### src/design/ll_params.svh
`ifndef LL_PARAMS_SVH
`define LL_PARAMS_SVH

// lane count of the link
`define LL_LANES 2

// width of one lane or transport byte
`define LL_BYTE_W 8

// config register address width and map
`define LL_ADDR_W 2
`define LL_ADDR_CTRL 2'd0
`define LL_ADDR_TXCNT 2'd1
`define LL_ADDR_RXCNT 2'd2
`define LL_ADDR_ID 2'd3

// scrambler lfsr width and seed, seed must stay nonzero
`define LL_SCR_W 16
`define LL_SCR_SEED 16'hACE1

// identifier word returned at LL_ADDR_ID
`define LL_ID_VALUE 32'h4C4C_0002

`endif

### src/design/ll_pkg.sv
`default_nettype none

`include "ll_params.svh"

package ll_pkg;

	// one byte on a lane or on the transport side
	typedef logic [`LL_BYTE_W-1:0] ll_byte_t;

	// one config register word
	typedef logic [31:0] ll_reg_t;

	// control register, bit 0 is scramble_en
	// counter_clear is a pulse, cleared by hardware next cycle
	typedef struct packed {
		logic counter_clear;
		logic scramble_en;
	} ll_ctrl_t;

endpackage

`default_nettype wire

### src/design/lane_if.sv
`timescale 1ns/1ps
`default_nettype none

interface lane_if;
	import ll_pkg::*;

	// byte for each lane
	ll_byte_t lane0;
	ll_byte_t lane1;

	// word strobe, one cycle per word
	logic valid;

	// high when lane1 carries data too
	logic dual;

	// block that produces the word
	modport source (output lane0, lane1, valid, dual);

	// block that consumes the word
	modport sink (input lane0, lane1, valid, dual);

endinterface

`default_nettype wire

### src/design/config_space.sv
`timescale 1ns/1ps
`default_nettype none

`include "ll_params.svh"

module config_space (
	input  wire logic                 local_clk,
	input  wire logic                 rst,
	input  wire logic                 c_read,
	input  wire logic                 c_write,
	input  wire logic [`LL_ADDR_W-1:0] c_address,
	input  wire ll_pkg::ll_reg_t      c_data_in,
	output ll_pkg::ll_reg_t           c_data_out,
	input  wire logic                 tx_byte_accept,
	input  wire logic                 rx_byte_deliver,
	output logic                      scramble_en
);
	import ll_pkg::*;

	localparam int CTRL_W = $bits(ll_ctrl_t);

	ll_ctrl_t ctrl;
	ll_reg_t  tx_cnt;
	ll_reg_t  rx_cnt;
	logic     ctrl_wr;

	// write strobe for the control register
	assign ctrl_wr = c_write && (c_address == `LL_ADDR_CTRL);

	// control register
	always_ff @(posedge local_clk) begin
		if (rst) begin
			ctrl <= '0;
		end else if (ctrl_wr) begin
			// only the defined bits are kept
			ctrl <= c_data_in[CTRL_W-1:0];
		end else begin
			// clear pulse lasts one cycle
			ctrl.counter_clear <= 1'b0;
		end
	end

	assign scramble_en = ctrl.scramble_en;

	// tx byte counter, sticks at all ones
	always_ff @(posedge local_clk) begin
		if (rst || ctrl.counter_clear) begin
			tx_cnt <= '0;
		end else if (tx_byte_accept && (tx_cnt != '1)) begin
			tx_cnt <= tx_cnt + 1'b1;
		end
	end

	// rx byte counter, same rule
	always_ff @(posedge local_clk) begin
		if (rst || ctrl.counter_clear) begin
			rx_cnt <= '0;
		end else if (rx_byte_deliver && (rx_cnt != '1)) begin
			rx_cnt <= rx_cnt + 1'b1;
		end
	end

	// read data, held until the next read
	always_ff @(posedge local_clk) begin
		if (rst) begin
			c_data_out <= '0;
		end else if (c_read) begin
			case (c_address)
				`LL_ADDR_CTRL:  c_data_out <= {{(32-CTRL_W){1'b0}}, ctrl};
				`LL_ADDR_TXCNT: c_data_out <= tx_cnt;
				`LL_ADDR_RXCNT: c_data_out <= rx_cnt;
				default:        c_data_out <= `LL_ID_VALUE;
			endcase
		end
	end

	// register port is single access per cycle
	a_no_rd_wr: assert property (@(posedge local_clk) disable iff (rst)
		!(c_read && c_write));

endmodule

`default_nettype wire

### src/design/tx_lane_striper.sv
`timescale 1ns/1ps
`default_nettype none

module tx_lane_striper (
	input  wire logic             local_clk,
	input  wire logic             rst,
	input  wire ll_pkg::ll_byte_t transport_layer_data_in,
	input  wire logic             transport_layer_valid_in,
	input  wire logic             lane_disable,
	lane_if.source                lanes
);
	import ll_pkg::*;

	// first byte of a pair waits here
	ll_byte_t hold_byte;
	logic     hold_full;
	logic     lane_disable_q;
	logic     hold_live;

	// a lane mode change throws the half pair away
	assign hold_live = hold_full && (lane_disable == lane_disable_q);

	// strobes and hold state
	always_ff @(posedge local_clk) begin
		if (rst) begin
			hold_full      <= 1'b0;
			lane_disable_q <= 1'b1;
			lanes.valid    <= 1'b0;
			lanes.dual     <= 1'b0;
		end else begin
			lane_disable_q <= lane_disable;
			lanes.valid    <= 1'b0;
			hold_full      <= hold_live;
			if (transport_layer_valid_in) begin
				if (lane_disable) begin
					// lane 0 only
					lanes.valid <= 1'b1;
					lanes.dual  <= 1'b0;
					hold_full   <= 1'b0;
				end else if (hold_live) begin
					// second byte completes the pair
					lanes.valid <= 1'b1;
					lanes.dual  <= 1'b1;
					hold_full   <= 1'b0;
				end else begin
					hold_full <= 1'b1;
				end
			end
		end
	end

	// lane bytes
	always_ff @(posedge local_clk) begin
		if (transport_layer_valid_in) begin
			if (lane_disable) begin
				lanes.lane0 <= transport_layer_data_in;
				// idle lane sends zero
				lanes.lane1 <= '0;
			end else if (hold_live) begin
				lanes.lane0 <= hold_byte;
				lanes.lane1 <= transport_layer_data_in;
			end else begin
				hold_byte <= transport_layer_data_in;
			end
		end
	end

	// single words never carry leftover hold data on lane1
	a_single_clean: assert property (@(posedge local_clk) disable iff (rst)
		(lanes.valid && !lanes.dual) |-> (lanes.lane1 == '0) && !hold_full);

endmodule

`default_nettype wire

### src/design/lane_scrambler.sv
`timescale 1ns/1ps
`default_nettype none

`include "ll_params.svh"

module lane_scrambler (
	input  wire logic local_clk,
	input  wire logic rst,
	input  wire logic scramble_en,
	lane_if.sink      lanes_in,
	lane_if.source    lanes_out
);

	// one lfsr per lane
	logic [`LL_LANES-1:0][`LL_SCR_W-1:0] lfsr;
	logic [`LL_LANES-1:0][`LL_SCR_W-1:0] cur;
	logic scramble_en_q;
	logic reseed;
	logic adv0;
	logic adv1;

	// x^16+x^5+x^4+x^3+1, one byte worth of shifts
	function automatic logic [`LL_SCR_W-1:0] lfsr_step8(input logic [`LL_SCR_W-1:0] st);
		logic [`LL_SCR_W-1:0] s;
		logic fb;
		s = st;
		for (int i = 0; i < `LL_BYTE_W; i++) begin
			fb = s[15] ^ s[4] ^ s[3] ^ s[2];
			s  = {s[14:0], fb};
		end
		return s;
	endfunction

	// enable edge restarts both sequences
	assign reseed = scramble_en != scramble_en_q;

	// state used for this word
	assign cur[0] = reseed ? `LL_SCR_SEED : lfsr[0];
	assign cur[1] = reseed ? `LL_SCR_SEED : lfsr[1];

	// lane 1 holds still in single mode
	assign adv0 = lanes_in.valid && scramble_en;
	assign adv1 = adv0 && lanes_in.dual;

	always_ff @(posedge local_clk) begin
		if (rst) begin
			scramble_en_q   <= 1'b0;
			lfsr[0]         <= `LL_SCR_SEED;
			lfsr[1]         <= `LL_SCR_SEED;
			lanes_out.valid <= 1'b0;
			lanes_out.dual  <= 1'b0;
		end else begin
			scramble_en_q   <= scramble_en;
			lfsr[0]         <= adv0 ? lfsr_step8(cur[0]) : cur[0];
			lfsr[1]         <= adv1 ? lfsr_step8(cur[1]) : cur[1];
			lanes_out.valid <= lanes_in.valid;
			lanes_out.dual  <= lanes_in.dual;
		end
	end

	// xor with low byte of state, plain copy when off
	always_ff @(posedge local_clk) begin
		if (lanes_in.valid) begin
			lanes_out.lane0 <= adv0 ? lanes_in.lane0 ^ cur[0][7:0] : lanes_in.lane0;
			lanes_out.lane1 <= adv1 ? lanes_in.lane1 ^ cur[1][7:0] : lanes_in.lane1;
		end
	end

	// a zero lfsr would lock up
	a_lfsr_live: assert property (@(posedge local_clk) disable iff (rst)
		(lfsr[0] != '0) && (lfsr[1] != '0));

endmodule

`default_nettype wire

### src/design/rx_lane_merger.sv
`timescale 1ns/1ps
`default_nettype none

module rx_lane_merger (
	input  wire logic   local_clk,
	input  wire logic   rst,
	lane_if.sink        lanes,
	output ll_pkg::ll_byte_t transport_layer_data_out,
	output logic        transport_layer_valid_out
);
	import ll_pkg::*;

	// lane1 byte parked for one cycle
	ll_byte_t hold_byte;
	logic     hold_full;

	// strobes
	always_ff @(posedge local_clk) begin
		if (rst) begin
			transport_layer_valid_out <= 1'b0;
			hold_full                 <= 1'b0;
		end else begin
			// lane0 now or the parked lane1
			transport_layer_valid_out <= lanes.valid || hold_full;
			// dual word leaves lane1 behind
			hold_full <= lanes.valid && lanes.dual;
		end
	end

	// byte path
	always_ff @(posedge local_clk) begin
		if (lanes.valid) begin
			transport_layer_data_out <= lanes.lane0;
			hold_byte                <= lanes.lane1;
		end else if (hold_full) begin
			transport_layer_data_out <= hold_byte;
		end
	end

	// dual words must be spaced two cycles apart
	a_hold_free: assert property (@(posedge local_clk) disable iff (rst)
		lanes.valid |-> !hold_full);

endmodule

`default_nettype wire

### src/design/logical_layer.sv
`timescale 1ns/1ps
`default_nettype none

`include "ll_params.svh"

module logical_layer (
	input  wire logic                  local_clk,
	input  wire logic                  rst,
	input  wire logic                  c_read,
	input  wire logic                  c_write,
	input  wire logic [`LL_ADDR_W-1:0] c_address,
	input  wire ll_pkg::ll_reg_t       c_data_in,
	output ll_pkg::ll_reg_t            c_data_out,
	input  wire logic                  lane_disable,
	input  wire ll_pkg::ll_byte_t      transport_layer_data_in,
	input  wire logic                  transport_layer_valid_in,
	output ll_pkg::ll_byte_t           transport_layer_data_out,
	output logic                       transport_layer_valid_out,
	input  wire ll_pkg::ll_byte_t      lane_0_rx_i,
	input  wire ll_pkg::ll_byte_t      lane_1_rx_i,
	input  wire logic                  enable_deser,
	output ll_pkg::ll_byte_t           lane_0_tx_o,
	output ll_pkg::ll_byte_t           lane_1_tx_o,
	output logic                       lane_tx_valid,
	output logic                       enable_scr
);

	logic scramble_en;

	// tx: striper out, scrambler out
	lane_if tx_raw ();
	lane_if tx_scr ();

	// rx: pins in, descrambler out
	lane_if rx_raw ();
	lane_if rx_scr ();

	// register file, counts bytes at both transport edges
	config_space u_config (
		.local_clk       (local_clk),
		.rst             (rst),
		.c_read          (c_read),
		.c_write         (c_write),
		.c_address       (c_address),
		.c_data_in       (c_data_in),
		.c_data_out      (c_data_out),
		.tx_byte_accept  (transport_layer_valid_in),
		.rx_byte_deliver (transport_layer_valid_out),
		.scramble_en     (scramble_en)
	);

	assign enable_scr = scramble_en;

	// transmit path
	tx_lane_striper u_striper (
		.local_clk                (local_clk),
		.rst                      (rst),
		.transport_layer_data_in  (transport_layer_data_in),
		.transport_layer_valid_in (transport_layer_valid_in),
		.lane_disable             (lane_disable),
		.lanes                    (tx_raw)
	);

	lane_scrambler u_tx_scr (
		.local_clk   (local_clk),
		.rst         (rst),
		.scramble_en (scramble_en),
		.lanes_in    (tx_raw),
		.lanes_out   (tx_scr)
	);

	assign lane_0_tx_o   = tx_scr.lane0;
	assign lane_1_tx_o   = tx_scr.lane1;
	assign lane_tx_valid = tx_scr.valid;

	// receive word straight from the pins
	assign rx_raw.lane0 = lane_0_rx_i;
	assign rx_raw.lane1 = lane_1_rx_i;
	assign rx_raw.valid = enable_deser;
	assign rx_raw.dual  = ~lane_disable;

	// same additive sequence undoes the tx scrambling
	lane_scrambler u_rx_scr (
		.local_clk   (local_clk),
		.rst         (rst),
		.scramble_en (scramble_en),
		.lanes_in    (rx_raw),
		.lanes_out   (rx_scr)
	);

	rx_lane_merger u_merger (
		.local_clk                 (local_clk),
		.rst                       (rst),
		.lanes                     (rx_scr),
		.transport_layer_data_out  (transport_layer_data_out),
		.transport_layer_valid_out (transport_layer_valid_out)
	);

endmodule

`default_nettype wire

### config.mk
export PLATFORM = sky130hd
export DESIGN_NAME = logical_layer
export DESIGN_NICKNAME = d
export VERILOG_FILES = /design/src/design/ll_pkg.sv /design/src/design/lane_if.sv /design/src/design/config_space.sv /design/src/design/tx_lane_striper.sv /design/src/design/lane_scrambler.sv /design/src/design/rx_lane_merger.sv /design/src/design/logical_layer.sv
export VERILOG_INCLUDE_DIRS = /design/src /design/src/design
export SDC_FILE = /design/constraint.sdc
export NUM_CORES = 1
export LEC_CHECK = 0
export BUFFER_PORTS_ARGS = -buffer_cell sky130_fd_sc_hd__buf_2
export CORE_MARGIN = 3
export CORE_UTILIZATION = 55
export DETAILED_ROUTE_END_ITERATION = 10
export PLACE_DENSITY = 0.76
export SLEW_MARGIN = 20
export SYNTH_ARGS = -nofsm -noshare
export SYNTH_HDL_FRONTEND = slang
export SYNTH_SLANG_ARGS = --single-unit
### constraint.sdc
create_clock -name local_clk -period 3.09 [get_ports local_clk]
set_clock_uncertainty 0.15 [all_clocks]
set_input_delay 0.1545 -clock local_clk [delete_from_list [all_inputs] [get_ports local_clk]]
set_output_delay 0.1545 -clock local_clk [all_outputs]
set_load 0.02 [all_outputs]
# After elaboration in Yosys (flattened, before gate mapping)
# Index checks and enable logic that the tools add are counted.
# word_totals
output_inout_bits,59
wordCells,183
in_bits,65
regBits,244
# classes
bitwise,104
n_mux,25
n_addsub,2
n_eq_ne,6
reduce_logical,18
# op_table
cell,count
16-bit two-way mux,8
32-bit one-hot mux with 3 select lines,1
1-bit XOR,96
8-bit two-way mux,9
"32-bit by 1-bit adder with 32-bit output, second input constant",2
"32-bit inequality test, second input constant",2
8-bit XOR,4
1-bit logical AND,9
1-bit two-way mux,7
1-bit NOT,4
2-bit nonzero test,2
2-bit OR reduction,2
3-bit AND reduction,1
"2-bit by 1-bit equality test with 1-bit output, second input constant",1
"2-bit equality test, second input constant",1
2-bit zero test,1
1-bit logical OR,2
2-bit AND reduction,1
1-bit equality test,1
1-bit inequality test,1

# Depth between registers and ports, before layout
# logic_depth
ltp_word,9
depth_mapped,8

# Hierarchy
# A second synthesis with hierarchy kept.
# hier_totals
cells_unflattened,1162
hier_area_um2,11298.3
# by_module_without_submodules
mod,n_inst,area_each_um2,cells_per_inst,seq_area_each_um2
config_space,1,4798.4,573,1961.9
lane_scrambler,2,2391.0,249,1181.1
tx_lane_striper,1,1039.7,60,800.8
rx_lane_merger,1,674.4,30,520.5
logical_layer,1,3.8,1,0.0

# Worst setup path after synthesis
# OpenSTA, ideal clock, no wires.
# synth_path
path_type,reg-to-reg
from,"reg u_config.ctrl, in the netlist u_config.scramble_en"
to,"reg u_tx_scr.lanes_out.lane1[0], data pin"
path_stages_with_launch,7
period_less_slack_ps,2289
arrival_ps,1876
slack_ps,801
path_cell_list,dfxtp_1 -> buf_2 -> xor2_1 -> clkbuf_1 -> buf_1 -> o21ai_0 -> xnor2_1
# synth_via
elab_chain_len,4
# synth_lines
item,line_no,text
"start, declared",config_space.sv:22,ll_ctrl_t ctrl;
"start signal, assigned",config_space.sv:36,ctrl <= c_data_in[CTRL_W-1:0];
1-bit inequality test,n/a,
16-bit two-way mux,lane_scrambler.sv:39,assign cur[1] = reseed ? `LL_SCR_SEED : lfsr[1];
8-bit XOR,lane_scrambler.sv:65,lanes_out.lane1 <= adv1 ? lanes_in.lane1 ^ cur[1][7:0] : lanes_in.lane1;
8-bit two-way mux (*),lane_scrambler.sv:65,
"end, declared",lane_if.sv:18,"modport source (output lane0, lane1, valid, dual);"
# Every way passes the cells marked *; elsewhere a longest branch is shown, timed or not.
# A chain may end at the register's enable or synchronous reset.

# Worst setup path in the final report
# layout_path
from,reg u_config.rx_cnt[2]
to,reg u_config.rx_cnt[1]
# layout_via
elab_chain_len,2
# layout_lines
item,line_no,text
"start, declared",config_space.sv:24,ll_reg_t rx_cnt;
"start signal, assigned",config_space.sv:59,rx_cnt <= rx_cnt + 1'b1;
32-bit inequality test,config_space.sv:58,end else if (rx_byte_deliver && (rx_cnt != '1)) begin
1-bit logical AND,config_space.sv:58,
# No other way between the ends.

==> qor.txt <==
Number of antenna repair diodes: 0
Floorplan die height: 149 microns
Die span in x: 149 microns
Detailed-route via count: 9030
Cell family with most CP delay: simple AND/OR/NAND/NOR gates
Flop and latch count out of synthesis: 244
Clk buf depth: 3
Setup Fix Bufs, Post-CTS: 0
Root buffer cell: sky130_fd_sc_hd__clkbuf_16
Overall power after layout: 6.90 mW
Starting density of the core: 56.8%
Power Dens Cells: 527 mW/mm^2
Worst R2R Setup Slack: 0.60 ns
Estimated wirelength of the detail-placed design: 17100 microns
Deepest level of the CTS H-tree: 1
Post-detailed-route via-to-cell ratio: 5.80
Syn nets: 1232
Req. time, crit path: 3.35 ns
Placed insts: 1475
Status: finished clean
Area growth syn-to-layout: 16.5%
F_max: 0.401 GHz
Maximum number of pins on one net before global-route repair: 38
Fin cells: 1556
Number of routed nets with antenna violations: 0
Detail-routed net length per standard cell: 16.5 microns
Worst Max-Slew Pin Slew: 0.872 ns
Crit end category: flip-flop
Adder-cell share of the synthesized area: 0.223%
Synthesis Warnings: 0
Number of clock sinks: 244
Critical Path, Cell by Cell: and4_1 -> nand4_2 -> o41ai_4 -> buf_4 -> mux2i_1 -> nor2_1
Sequential element share of the synthesized area: 49.9%
Final net count: 1338
Wire length of the first global-routing pass: 42300 microns
Number of hold-slack violations in the final timing report: 0
Port Buffer Count: 93
Worst path slowest cell: sky130_fd_sc_hd__o41ai_4
Worst relative slew slack: 41.6%
Portion of the clock cycle consumed by the worst path in the final layout: 80.7%
Async S/R FF share, synth: 0%
Most frequent standard cell in the layout excluding fill and tap cells: sky130_fd_sc_hd__dfxtp_1
Most used DFF post-synth: sky130_fd_sc_hd__dfxtp_1
Post-Syn Area: 0.0112 sq mm
Largest voltage drop on the vdd net: 0.479 mV
Standard-cell rows: 51
Avg Inst Size Synth: 9.64 sq um
Number of global-route vias before repair: 8528
Last weighted congestion value of the routability-driven placer: 0.835
Clock transition at path regs: 0.05 ns
GRT Resource Usage Total: 22.8%
Core outline area: 0.0198 sq mm
Count of flip-flops with a built-in enable after synthesis: 72
Summed negative setup slack over all endpoints: 0 ns
Top-level port count: 124
Path type of the worst min-delay path: in2reg
Die ar.: 0.0222 sq mm
Insertion delay of the later-clocked pin in the worst-skew pair: 0.54 ns
Resized cells post-CTS: 0
Initial antenna violation count: 0
Initial DRC Count: 627
CTS hold repair buffers: 32
Area share of and/or/nand/nor cells after synthesis: 19.2%
DRT Wirelength: 25700 microns
Fraction of the core area covered by cells at the end of the flow: 66.1%
Largest driver fanout on the critical path: 30
Final Max Slew Viols: 0
Number of fillers in the final layout: 1612
Crit path kind: reg2reg
DRC viols: 0
Static leakage power: 4.72 nW
Total placed instance area: 0.0119 sq mm
Complex-gate fraction of the synthesized area: 14.2%
Maximum single-stage delay on the critical path: 0.53 ns
Detailed-routing iteration count for the pre-antenna-repair pass: 5
Most used cells in the layout excluding fill and tap cells: sky130_fd_sc_hd__dfxtp_1, sky130_fd_sc_hd__nand2_1, sky130_fd_sc_hd__xnor2_1
Kind of launch point of the worst setup path: flip-flop
Number of buffers and inverters on the critical path: 1
Largest family of logic cells by synthesized area: simple AND/OR/NAND/NOR gates
Max-capacitance violation count: 0
Unique cell type count in the Yosys netlist: 64
Endpoint arrival time on the critical path: 2.75 ns
Residual overflow from global routing: 0
RSZ-0062 raised after global routing: false
Proportion of synthesized area in mux cells: 1.88%
Post-layout minimum cycle time: 2.49 ns
Setup violators final: 0
TritonCTS clock tree: built
Final design area excluding fillers: 0.0131 sq mm
Post-Synth XOR/XNOR Area: 11.4%
TritonCTS buffer count: 27
Number of standard cells after synthesis: 1165
Layout cells sized above 1: 14.8%
==> cell usage after synthesis, drive strengths merged, types with 2 or more instances <==
cell	count	area share, %
dfxtp	172	31
nand2	113	3.8
xnor2	103	8.0
a21oi	97	4.3
nor2	97	3.2
edfxtp	72	19
o21ai	62	2.8
clkbuf	51	1.7
nor3	43	2.0
nand3	37	1.6
a221oi	25	1.9
or3	25	1.4
or4	24	1.6
buf	21	0.94
nand4	20	1.3
o31ai	19	1.4
mux2	17	1.7
xor2	17	1.3
inv	16	0.53
nor2b	16	0.89
o21bai	13	0.87
and3	11	0.61
and4	10	0.78
o211ai	8	0.53
or2	8	0.45
xnor3	8	1.6
a2111oi	7	0.55
and2	7	0.39
a211oi	6	0.40
nand2b	6	0.33
a31oi	4	0.22
o41ai	4	0.48
nor4	3	0.22
ha	2	0.22
mux2i	2	0.18
nand3b	2	0.13
nor3b	2	0.13
o311ai	2	0.22
or4b	2	0.18
xor3	2	0.42
==> worst paths after layout <==
kind	from	to	cells after the start
max reg2reg	u_config.rx_cnt[2]	u_config.rx_cnt[1]	6
min reg2reg	u_rx_scr.lanes_out.lane1[2]	u_merger.hold_byte[2]	0
min	c_read	u_config.c_data_out[5]	4
max	u_config.rx_cnt[2]	u_config.rx_cnt[1]	6
==> per-layer routing <==
metal | vias to the layer above | global-route usage, % | share of wire [%]
li1 | 4416 | - | -
met1 | 4333 | 32.3 | 47
met2 | 242 | 36.7 | 46
met3 | 39 | 3.77 | 5.8
met4 | 0 | 5.49 | 2.0
met5 | - | 0 | 0
==> through the flow <==
| step | worst slack, ns | hold slack [ns] |
|---|---|---|
| after CTS | 0.614 | 0.0189 |
| after global placement | 0.721 | 0.205 |
| after global routing | 0.460 | 0.0585 |
| after floorplan | 0.801 | 0.103 |
| after detailed placement | 0.643 | 0.208 |
| final | 0.598 | 0.0391 |
==> final cells by class <==
cell class                      count  area [sq um]  share of cell area, %
Clock inverter                      7          47.5                  0.363
Inverter                           16          60.1                  0.459
Tap cell                          265           332                   2.53
Clock buffer                       42           786                   6.01
Timing Repair Buffer              149           966                   7.38
Sequential cell                   244          5610                   42.9
Multi-Input combinational cell    833          5290                   40.4
==> worst min-delay path: stages <==
cell and delay (ns):
sky130_fd_sc_hd__buf_2 0.11, sky130_fd_sc_hd__buf_4 0.22, sky130_fd_sc_hd__nor2_1 0.13, sky130_fd_sc_hd__nor3_1 0.05
==> report_power, final <==
group	leakage [nW]	internal [mW]	switching (mW)	total (mW)
registers	2.08	3.39	0.0451	3.44
logic	2.23	0.183	0.277	0.460
clock network	0.416	1.75	1.26	3.00
total	4.72	5.32	1.58	6.90
==> cell families (layout without fill, tap and decap cells) <==
| kind of cell | count (synthesis) | after routing |
|---|---|---|
| fa+ha+maj | 2 | 2 |
| simple gates | 428 | 428 |
| buf+inv | 88 | 214 |
| xor+xnor | 130 | 130 |
| compound gates | 254 | 254 |
| mux | 19 | 19 |
| flops | 244 | 244 |
==> flip-flops by register name, summed over array words and instances, names as in the netlist, 32 cells and up <==
| name | cells |
|---|---|
| u_config.c_data_out | 32 |
| u_config.rx_cnt | 32 |
| u_config.tx_cnt | 32 |
| u_rx_scr.lfsr | 32 |
| u_tx_scr.lfsr | 32 |
No activity file was read; power rests on OpenSTA's default activity.
